[src/hw/rob_cfg.svh]
// Sizes shared by all back end blocks; ROB_SIZE must equal 2**ROB_TAG_W so that indices wrap
`ifndef ROB_CFG_SVH
`define ROB_CFG_SVH

// Reorder buffer entries
// Power of two, indices wrap naturally
`define ROB_SIZE 16

// Width of an entry index
`define ROB_TAG_W 4

// Data and address width
`define XLEN 32

// Multiply pipeline depth
// One register per stage, first stage captured at issue
`define MUL_STAGES 3

`endif

[src/hw/rob_pkg.sv]
// Types shared by the lanes and the reorder buffer; tag width follows ROB_TAG_W in rob_cfg.svh

`include "rob_cfg.svh"

package rob_pkg;

  // Slot-0 operation
  // Two bits, one ALU lane decodes all four
  typedef enum logic [1:0] {
    ALU_ADD,
    ALU_SUB,
    ALU_XOR,
    // Compare and branch, predicted not taken
    ALU_BEQ
  } alu_op_e;

  // Reorder buffer entry index
  // Also the tag carried by each lane down to its completion bus
  typedef logic [`ROB_TAG_W-1:0] rob_tag_t;

endpackage
[src/hw/alu_lane.sv]
// One-cycle ALU lane for slot 0; a flush kills both the bus output and any issue in that cycle
`timescale 1ns/10ps

`include "rob_cfg.svh"

module alu_lane (
  input  logic                  clock,
  input  logic                  reset,
  input  logic                  flush,
  input  logic                  issue_valid,
  input  rob_pkg::alu_op_e      op,
  input  logic [`XLEN-1:0]      a,
  input  logic [`XLEN-1:0]      b,
  input  logic [`XLEN-1:0]      imm,
  input  logic [`XLEN-1:0]      address,
  input  rob_pkg::rob_tag_t     tag,
  output logic                  cdb_valid,
  output rob_pkg::rob_tag_t     cdb_tag,
  output logic [`XLEN-1:0]      cdb_result,
  output logic [`XLEN-1:0]      cdb_jmp_address
);

  logic [`XLEN-1:0] fall_through;
  logic [`XLEN-1:0] result_d;
  logic [`XLEN-1:0] jmp_d;

  // Next sequential address, also the beq link value
  assign fall_through = address + 'd4;

  always_comb begin
    result_d = a + b;
    // Non-branches report fall-through, never used by the buffer
    jmp_d    = fall_through;
    case (op)
      rob_pkg::ALU_ADD: result_d = a + b;
      rob_pkg::ALU_SUB: result_d = a - b;
      rob_pkg::ALU_XOR: result_d = a ^ b;
      rob_pkg::ALU_BEQ: begin
        // Link value, not written back
        result_d = fall_through;
        if (a == b) begin
          jmp_d = address + imm;
        end
      end
      default: result_d = a + b;
    endcase
  end

  // Bus strobe
  // Issue in a flush cycle is dropped here
  always_ff @(posedge clock) begin
    if (reset || flush) begin
      cdb_valid <= 1'b0;
    end else begin
      cdb_valid <= issue_valid;
    end
  end

  // Bus payload, held between issues
  always_ff @(posedge clock) begin
    if (issue_valid) begin
      cdb_tag         <= tag;
      cdb_result      <= result_d;
      cdb_jmp_address <= jmp_d;
    end
  end

endmodule

[src/hw/mul_lane.sv]
// Multiply lane for slot 1; keeps only the low XLEN bits and accepts one issue per cycle
`timescale 1ns/10ps

`include "rob_cfg.svh"

module mul_lane (
  input  logic                  clock,
  input  logic                  reset,
  input  logic                  flush,
  input  logic                  issue_valid,
  input  logic [`XLEN-1:0]      a,
  input  logic [`XLEN-1:0]      b,
  input  rob_pkg::rob_tag_t     tag,
  output logic                  cdb_valid,
  output rob_pkg::rob_tag_t     cdb_tag,
  output logic [`XLEN-1:0]      cdb_result
);

  // One valid bit per stage
  logic [`MUL_STAGES-1:0] stage_valid;
  rob_pkg::rob_tag_t      stage_tag  [`MUL_STAGES];
  logic [`XLEN-1:0]       stage_prod [`MUL_STAGES];
  logic [`XLEN-1:0]       product;

  // Low half of the product only
  assign product = a * b;

  // Valid chain
  // Flush empties every stage at once
  always_ff @(posedge clock) begin
    if (reset || flush) begin
      stage_valid <= '0;
    end else begin
      stage_valid[0] <= issue_valid;
      for (int i = 1; i < `MUL_STAGES; i++) begin
        stage_valid[i] <= stage_valid[i-1];
      end
    end
  end

  // Tag and product ride alongside the valid
  always_ff @(posedge clock) begin
    stage_tag[0]  <= tag;
    stage_prod[0] <= product;
    for (int i = 1; i < `MUL_STAGES; i++) begin
      stage_tag[i]  <= stage_tag[i-1];
      stage_prod[i] <= stage_prod[i-1];
    end
  end

  // Last stage drives bus 1
  assign cdb_valid  = stage_valid[`MUL_STAGES-1];
  assign cdb_tag    = stage_tag[`MUL_STAGES-1];
  assign cdb_result = stage_prod[`MUL_STAGES-1];

endmodule

[src/hw/ooo_backend.sv]
// Dual-issue back end top; slot 0 is ALU only, slot 1 multiply only, issue must stop while full is high
`timescale 1ns/10ps

`include "rob_cfg.svh"

module ooo_backend (
  input  logic                  clock,
  input  logic                  reset,
  input  logic                  issue0_valid,
  input  rob_pkg::alu_op_e      issue0_op,
  input  logic [`XLEN-1:0]      issue0_a,
  input  logic [`XLEN-1:0]      issue0_b,
  input  logic [`XLEN-1:0]      issue0_imm,
  input  logic [`XLEN-1:0]      issue0_address,
  input  logic [4:0]            issue0_rd,
  input  logic                  issue1_valid,
  input  logic [`XLEN-1:0]      issue1_a,
  input  logic [`XLEN-1:0]      issue1_b,
  input  logic [`XLEN-1:0]      issue1_address,
  input  logic [4:0]            issue1_rd,
  output logic                  full,
  output logic                  commit_valid,
  output logic [4:0]            commit_rd,
  output logic [`XLEN-1:0]      commit_result,
  output logic [`XLEN-1:0]      commit_address,
  output logic                  jmp_write,
  output logic [`XLEN-1:0]      jmp_address
);

  // Tags from buffer to lanes
  rob_pkg::rob_tag_t alloc_tag0;
  rob_pkg::rob_tag_t alloc_tag1;
  logic              flush;

  // Completion bus 0, ALU lane
  logic              cdb0_valid;
  rob_pkg::rob_tag_t cdb0_tag;
  logic [`XLEN-1:0]  cdb0_result;
  logic [`XLEN-1:0]  cdb0_jmp_address;

  // Completion bus 1, multiply lane
  logic              cdb1_valid;
  rob_pkg::rob_tag_t cdb1_tag;
  logic [`XLEN-1:0]  cdb1_result;

  alu_lane u_alu_lane (
    .clock          (clock),
    .reset          (reset),
    .flush          (flush),
    .issue_valid    (issue0_valid),
    .op             (issue0_op),
    .a              (issue0_a),
    .b              (issue0_b),
    .imm            (issue0_imm),
    .address        (issue0_address),
    .tag            (alloc_tag0),
    .cdb_valid      (cdb0_valid),
    .cdb_tag        (cdb0_tag),
    .cdb_result     (cdb0_result),
    .cdb_jmp_address(cdb0_jmp_address)
  );

  mul_lane u_mul_lane (
    .clock      (clock),
    .reset      (reset),
    .flush      (flush),
    .issue_valid(issue1_valid),
    .a          (issue1_a),
    .b          (issue1_b),
    .tag        (alloc_tag1),
    .cdb_valid  (cdb1_valid),
    .cdb_tag    (cdb1_tag),
    .cdb_result (cdb1_result)
  );

  reorder_buffer u_reorder_buffer (
    .clock           (clock),
    .reset           (reset),
    .issue0_valid    (issue0_valid),
    .issue0_op       (issue0_op),
    .issue0_address  (issue0_address),
    .issue0_rd       (issue0_rd),
    .issue1_valid    (issue1_valid),
    .issue1_address  (issue1_address),
    .issue1_rd       (issue1_rd),
    .cdb0_valid      (cdb0_valid),
    .cdb0_tag        (cdb0_tag),
    .cdb0_result     (cdb0_result),
    .cdb0_jmp_address(cdb0_jmp_address),
    .cdb1_valid      (cdb1_valid),
    .cdb1_tag        (cdb1_tag),
    .cdb1_result     (cdb1_result),
    .alloc_tag0      (alloc_tag0),
    .alloc_tag1      (alloc_tag1),
    .flush           (flush),
    .full            (full),
    .commit_valid    (commit_valid),
    .commit_rd       (commit_rd),
    .commit_result   (commit_result),
    .commit_address  (commit_address),
    .jmp_write       (jmp_write),
    .jmp_address     (jmp_address)
  );

endmodule

[src/hw/reorder_buffer.sv]
// In-order retire, one per cycle; dispatcher must stall on full, and a mispredict drops all younger work
`timescale 1ns/10ps

`include "rob_cfg.svh"

module reorder_buffer (
  input  logic                  clock,
  input  logic                  reset,
  input  logic                  issue0_valid,
  input  rob_pkg::alu_op_e      issue0_op,
  input  logic [`XLEN-1:0]      issue0_address,
  input  logic [4:0]            issue0_rd,
  input  logic                  issue1_valid,
  input  logic [`XLEN-1:0]      issue1_address,
  input  logic [4:0]            issue1_rd,
  input  logic                  cdb0_valid,
  input  rob_pkg::rob_tag_t     cdb0_tag,
  input  logic [`XLEN-1:0]      cdb0_result,
  input  logic [`XLEN-1:0]      cdb0_jmp_address,
  input  logic                  cdb1_valid,
  input  rob_pkg::rob_tag_t     cdb1_tag,
  input  logic [`XLEN-1:0]      cdb1_result,
  output rob_pkg::rob_tag_t     alloc_tag0,
  output rob_pkg::rob_tag_t     alloc_tag1,
  output logic                  flush,
  output logic                  full,
  output logic                  commit_valid,
  output logic [4:0]            commit_rd,
  output logic [`XLEN-1:0]      commit_result,
  output logic [`XLEN-1:0]      commit_address,
  output logic                  jmp_write,
  output logic [`XLEN-1:0]      jmp_address
);

  typedef enum logic [1:0] {
    ST_FREE,
    ST_WAITING,
    ST_COMPLETED
  } entry_status_e;

  typedef struct packed {
    logic             is_branch;
    logic [4:0]       rd;
    logic [`XLEN-1:0] address;
    logic [`XLEN-1:0] result;
    logic [`XLEN-1:0] jmp_address;
  } rob_entry_t;

  // Holds 0 to ROB_SIZE
  typedef logic [`ROB_TAG_W:0] count_t;

  entry_status_e     status  [`ROB_SIZE];
  rob_entry_t        entries [`ROB_SIZE];

  rob_pkg::rob_tag_t rd_idx;
  rob_pkg::rob_tag_t wr_idx;
  rob_pkg::rob_tag_t wr_next;
  rob_pkg::rob_tag_t head_next;
  count_t            count;
  count_t            count_next;

  rob_entry_t        head;
  logic [`XLEN-1:0]  head_fall;
  logic              retire;
  logic              mispredict;
  logic              alloc0;
  logic              alloc1;
  logic              cdb0_hit;
  logic              cdb1_hit;

  assign head      = entries[rd_idx];
  assign head_fall = head.address + 'd4;
  assign head_next = rob_pkg::rob_tag_t'(rd_idx + 1);

  // Head done, retire it now
  assign retire     = (status[rd_idx] == ST_COMPLETED);
  // Not-taken prediction wrong when target leaves fall-through
  assign mispredict = retire && head.is_branch && (head.jmp_address != head_fall);
  assign flush      = mispredict;

  // Slot 0 is older, so it takes the lower index
  assign alloc_tag0 = wr_idx;
  assign alloc_tag1 = issue0_valid ? rob_pkg::rob_tag_t'(wr_idx + 1) : wr_idx;

  // Issues in a flush cycle are dropped
  assign alloc0 = issue0_valid && !mispredict;
  assign alloc1 = issue1_valid && !mispredict;

  // Completions for freed entries are ignored
  assign cdb0_hit = cdb0_valid && (status[cdb0_tag] == ST_WAITING);
  assign cdb1_hit = cdb1_valid && (status[cdb1_tag] == ST_WAITING);

  // Fewer than two free entries
  assign full = (count > count_t'(`ROB_SIZE - 2));

  always_comb begin
    wr_next    = wr_idx;
    count_next = count;
    if (alloc0) begin
      wr_next    = rob_pkg::rob_tag_t'(wr_next + 1);
      count_next = count_t'(count_next + 1);
    end
    if (alloc1) begin
      wr_next    = rob_pkg::rob_tag_t'(wr_next + 1);
      count_next = count_t'(count_next + 1);
    end
    if (retire) begin
      count_next = count_t'(count_next - 1);
    end
  end

  // Status and indices
  always_ff @(posedge clock) begin
    if (reset) begin
      for (int i = 0; i < `ROB_SIZE; i++) begin
        status[i] <= ST_FREE;
      end
      rd_idx <= '0;
      wr_idx <= '0;
      count  <= '0;
    end else if (mispredict) begin
      // Only the branch itself is older, and it retires now
      for (int i = 0; i < `ROB_SIZE; i++) begin
        status[i] <= ST_FREE;
      end
      rd_idx <= head_next;
      wr_idx <= head_next;
      count  <= '0;
    end else begin
      if (cdb0_hit) begin
        status[cdb0_tag] <= ST_COMPLETED;
      end
      if (cdb1_hit) begin
        status[cdb1_tag] <= ST_COMPLETED;
      end
      if (retire) begin
        status[rd_idx] <= ST_FREE;
        rd_idx         <= head_next;
      end
      // Never collides with the head while full is honored
      if (alloc0) begin
        status[alloc_tag0] <= ST_WAITING;
      end
      if (alloc1) begin
        status[alloc_tag1] <= ST_WAITING;
      end
      wr_idx <= wr_next;
      count  <= count_next;
    end
  end

  // Entry payload
  always_ff @(posedge clock) begin
    if (alloc0) begin
      entries[alloc_tag0].is_branch <= (issue0_op == rob_pkg::ALU_BEQ);
      entries[alloc_tag0].rd        <= issue0_rd;
      entries[alloc_tag0].address   <= issue0_address;
    end
    if (alloc1) begin
      // Multiplies never branch
      entries[alloc_tag1].is_branch <= 1'b0;
      entries[alloc_tag1].rd        <= issue1_rd;
      entries[alloc_tag1].address   <= issue1_address;
    end
    if (cdb0_hit) begin
      entries[cdb0_tag].result      <= cdb0_result;
      entries[cdb0_tag].jmp_address <= cdb0_jmp_address;
    end
    if (cdb1_hit) begin
      entries[cdb1_tag].result <= cdb1_result;
    end
  end

  // Retirement strobes
  always_ff @(posedge clock) begin
    if (reset) begin
      commit_valid <= 1'b0;
      jmp_write    <= 1'b0;
    end else begin
      commit_valid <= retire;
      jmp_write    <= mispredict;
    end
  end

  // Retirement payload
  // Branches report rd zero, link value is not written
  always_ff @(posedge clock) begin
    if (retire) begin
      commit_rd      <= head.is_branch ? 5'd0 : head.rd;
      commit_result  <= head.result;
      commit_address <= head.address;
      jmp_address    <= head.jmp_address;
    end
  end

endmodule

[config.mk]
export PLATFORM = sky130hd
export DESIGN_NAME = ooo_backend
export DESIGN_NICKNAME = d
export VERILOG_FILES = /design/src/hw/rob_pkg.sv /design/src/hw/alu_lane.sv /design/src/hw/mul_lane.sv /design/src/hw/ooo_backend.sv /design/src/hw/reorder_buffer.sv
export VERILOG_INCLUDE_DIRS = /design/src /design/src/hw
export SDC_FILE = /design/constraint.sdc
export NUM_CORES = 2
export LEC_CHECK = 0
export ABC_AREA = 0
export BUFFER_PORTS_ARGS = -buffer_cell sky130_fd_sc_hd__buf_2
export CAP_MARGIN = 20
export CORE_UTILIZATION = 50
export CTS_CLUSTER_SIZE = 20
export DETAILED_ROUTE_END_ITERATION = 12
export PLACE_DENSITY = 0.71
export SYNTH_ARGS = -nofsm -noshare
export SYNTH_HDL_FRONTEND = slang
export SYNTH_SLANG_ARGS = --single-unit
[constraint.sdc]
create_clock -name clock -period 12.4 [get_ports clock]
set_input_delay 0.62 -clock clock [delete_from_list [all_inputs] [get_ports clock]]
set_output_delay 0.62 -clock clock [all_outputs]
set_load 0.01 [all_outputs]
==> flow_metrics.env <==
export IMPL_cts_buffers_inserted=194
export IMPL_viasPerCell=6.73
export IMPL_grt_pass1_vias=77500
export IMPL_routedWlPerCell_um=32.5
export IMPL_grt_overflow=0
export IMPL_yosys_most_used_dff="edfxtp_1"
export IMPL_post_cts_setup_buffer_count=0
export IMPL_synth_cells=8756
export IMPL_ys_warn_count=0
export IMPL_routed_wl_um=382000
export IMPL_irDropWorstVdd_mv=1.03
export IMPL_critPathArrivalTime_ns=9.20
export IMPL_wl_met2_um=169000
export IMPL_crit_fanout=178
export IMPL_power_total_mw=25.8
export IMPL_synth_area_um2=111000
export IMPL_fin_crit_ns=8.63
export IMPL_drt_iter0_drc=11600
export IMPL_io_buffers=343
export IMPL_ant_nets=0
export IMPL_rsz0062_at_grt="no"
export IMPL_die_h_um=472
export IMPL_finalNetCount=9454
export IMPL_cp_cell_sequence="buf_4 > buf_12 > buf_4 > a311oi_1 > a211oi_1 > a211oi_1 > buf_4 > nor2_4 > buf_12 > nand2_1 > nor2_4 > buf_12 > buf_4 > buf_4 > nor2_1"
export IMPL_synth_fp_nets=9638
export IMPL_clkTransAtPathRegs_ns=0.06
export IMPL_p_leak_nw=43.2
export IMPL_cts_max_path_buffers=3
export IMPL_dr_total_vias=79000
export IMPL_die_area_um2=223000
export IMPL_synth_edf_count=1785
export IMPL_critical_path_max_stage_delay_ns=0.98
export IMPL_start_util_pct=50.3
export IMPL_tightest_slew_ns=1.27
export IMPL_synth_cell_types=97
export IMPL_critPathLaunchType="flip-flop"
export IMPL_routabilityCongestion=0.937
export IMPL_core_um2=220000
export IMPL_fin_util_pct=55.0
export IMPL_netlist_top_cells_area="edfxtp_1 48%, mux4_2 9.7%, fa_1 7.4%"
export IMPL_wl_met3_um=55100
export IMPL_grt_antenna_before_repair=100
export IMPL_drive_gt1_share_pct=16.7
export IMPL_area_growth_pct=9.29
export IMPL_drv_cap=0
export IMPL_drc=0
export IMPL_critPathRequiredTime_ns=12.97
export IMPL_num_rows=172
export IMPL_cp_buffers_inverters=8
export IMPL_synth_top_area_share_pct=48.5
export IMPL_ys_async_sr_fraction_pct=0
export IMPL_synth_most_common_cell="edfxtp_1"
export IMPL_ctsHoldBuffers=0
export IMPL_min_path_type="in2reg"
export IMPL_crit_path_end_kind="flip-flop"
export IMPL_dr_pass1_iters=7
export IMPL_worstSkewPairLatency_ns=0.89
export IMPL_ys_seq_elements=1968
export IMPL_fin_tns_setup_ns=0
export IMPL_cts_sinks=1968
export IMPL_die_x_um=472
export IMPL_status="complete, no violations"
export IMPL_cpMostUsedCell="buf_4"
export IMPL_report_final_slew_viol_count=0
export IMPL_r2r_cells=15
export IMPL_finalSetupViolCount=0
export IMPL_cpLargestDelayFamily="buffers and inverters"
export IMPL_powerDensity_nw_per_um2=213
export IMPL_finalHoldViolCount=0
export IMPL_htreeDepth=4
export IMPL_finalClockSkew_ns=0.0543
export IMPL_synth_top_area_cell="edfxtp_1"
export IMPL_cp_slowest_cell="buf_4"
export IMPL_avgSynthCellArea_um2=12.6
export IMPL_r2r_end="u_reorder_buffer.entries[2][81]"
export IMPL_wl_met1_um=131000
export IMPL_max_freq_ghz=0.116
export IMPL_ff2ff_setup_slack_ns=3.77
export IMPL_grt_usage_pct=33.8
export IMPL_cp_depth=15
export IMPL_post_route_period_util_pct=69.6
export IMPL_top_layer="met5"
export IMPL_slew_headroom_pct=14.5
export IMPL_grt_pass1_wl_um=543000
export IMPL_cts_tree="done"
export IMPL_cts_resized_gates=0
export IMPL_hpwl_um=235000
export IMPL_synthTopCellsByCount="1785 x edfxtp_1, 713 x nand2_1, 625 x a22o_1, 625 x clkbuf_1, 598 x a21oi_1"
export IMPL_crit_path_end="u_reorder_buffer.entries[2][81]"
export IMPL_io_pins=344
export IMPL_yosysSeqAreaShare_pct=51.8
export IMPL_clockRootBuffer="clkbuf_16"
export IMPL_critPathKind="reg2reg"
export IMPL_grt_max_degree=179
## flip-flops by register name, indices dropped and copies added (netlist names), named ones only
name and flops:
u_alu_lane.cdb_valid 1, u_reorder_buffer.jmp_write 1, u_mul_lane.stage_valid 3, u_mul_lane.stage_tag 12
u_reorder_buffer.status 32, u_reorder_buffer.commit_valid 1, u_reorder_buffer.alloc_tag0 4, u_reorder_buffer.commit_result 32
u_reorder_buffer.rd_idx 4, u_mul_lane.stage_prod 96, u_reorder_buffer.jmp_address 32, u_alu_lane.cdb_result 32
u_alu_lane.cdb_tag 4, u_reorder_buffer.count 5, u_reorder_buffer.commit_rd 5, u_alu_lane.cdb_jmp_address 32
u_reorder_buffer.entries 1632, u_reorder_buffer.commit_address 32
## layout make-up
class | count | area, um^2
repair buffers | 512 | 3080
well taps | 2958 | 3700
clock inverters | 111 | 1100
fillers | 17600 | 98900
flip-flops and latches | 1968 | 57300
inverters | 511 | 1920
clock buffers | 250 | 5390
diodes | 39 | 97.6
multi-input cells | 5385 | 48300
## worst min-delay path by stage
| stage | startpoint | end | slack, ns | cells past startpoint |
|---|---|---|---|---|
| 4_1_cts | issue1_address[10] | u_reorder_buffer.entries[12][74] | 0.20 | 3 |
| 5_1_grt | issue0_valid | u_alu_lane.cdb_jmp_address[23] | 0.24 | 1 |
| 6_report | issue1_address[7] | u_reorder_buffer.entries[5][71] | 0.25 | 3 |
| 3_3_place_gp | u_mul_lane.stage_prod[0][21] | u_mul_lane.stage_prod[0][53] | 0.31 | 0 |
| 2_1_floorplan | u_mul_lane.stage_prod[0][0] | u_mul_lane.stage_prod[0][32] | 0.31 | 0 |
| 3_5_place_dp | u_mul_lane.stage_prod[0][22] | u_mul_lane.stage_prod[0][54] | 0.31 | 0 |
## stage by stage
step           hold slack [ns]  worst slack (ns)  instance area (um^2)  cells
3_5_place_dp             0.312              4.12                114000  11300
6_report                 0.252              3.77                121000  11700
2_1_floorplan            0.310              4.19                111000   8756
4_1_cts                  0.202              4.07                121000  11700
5_1_grt                  0.236              3.42                121000  11700
3_3_place_gp             0.311              4.21                114000  11300
## placed cells by master, fill, tap and decap left out, drive strengths merged, types with 183 or more instances in the layout
cell    instances
buf           512
dfxtp         183
mux4          489
nor2          389
fa            411
edfxtp       1785
ha            231
and2          360
a22o          625
nand3         296
inv           521
clkbuf        250
nand2         715
a21oi         599
nor3          231
## power by group
| group | switching (mW) | leakage, nW | internal [mW] |
|---|---|---|---|
| clock network | 2.63 | 3.19 | 3.45 |
| logic | 6.64 | 21.1 | 4.82 |
| registers | 0.535 | 18.9 | 7.72 |
## cells by family (layout without fill, tap and decap cells)
group / count (synthesis) / in the layout / synth area share, %
simple gates: 2291 / 2291 / 10.0
flops: 1968 / 1968 / 51.8
compound gates: 1707 / 1707 / 10.9
buf+inv: 1403 / 1384 / 5.13
fa+ha+maj: 642 / 642 / 10.1
mux: 534 / 534 / 10.4
xor+xnor: 211 / 211 / 1.68
other cells: 0 / 39 / 0
## layer usage
| metal | vias to the layer above | track usage, % |
|---|---|---|
| met1 | 39300 | 42.0 |
| met2 | 6128 | 50.8 |
| met5 | - | 0.584 |
| li1 | 32000 | - |
| met4 | 108 | 19.8 |
| met3 | 1404 | 12.2 |
## tightest hold or removal path, stage by stage
cell,delay [ns]
buf_2,0.20
nand2_1,0.09
a21oi_1,0.05
(Power assumes the default switching activity.)
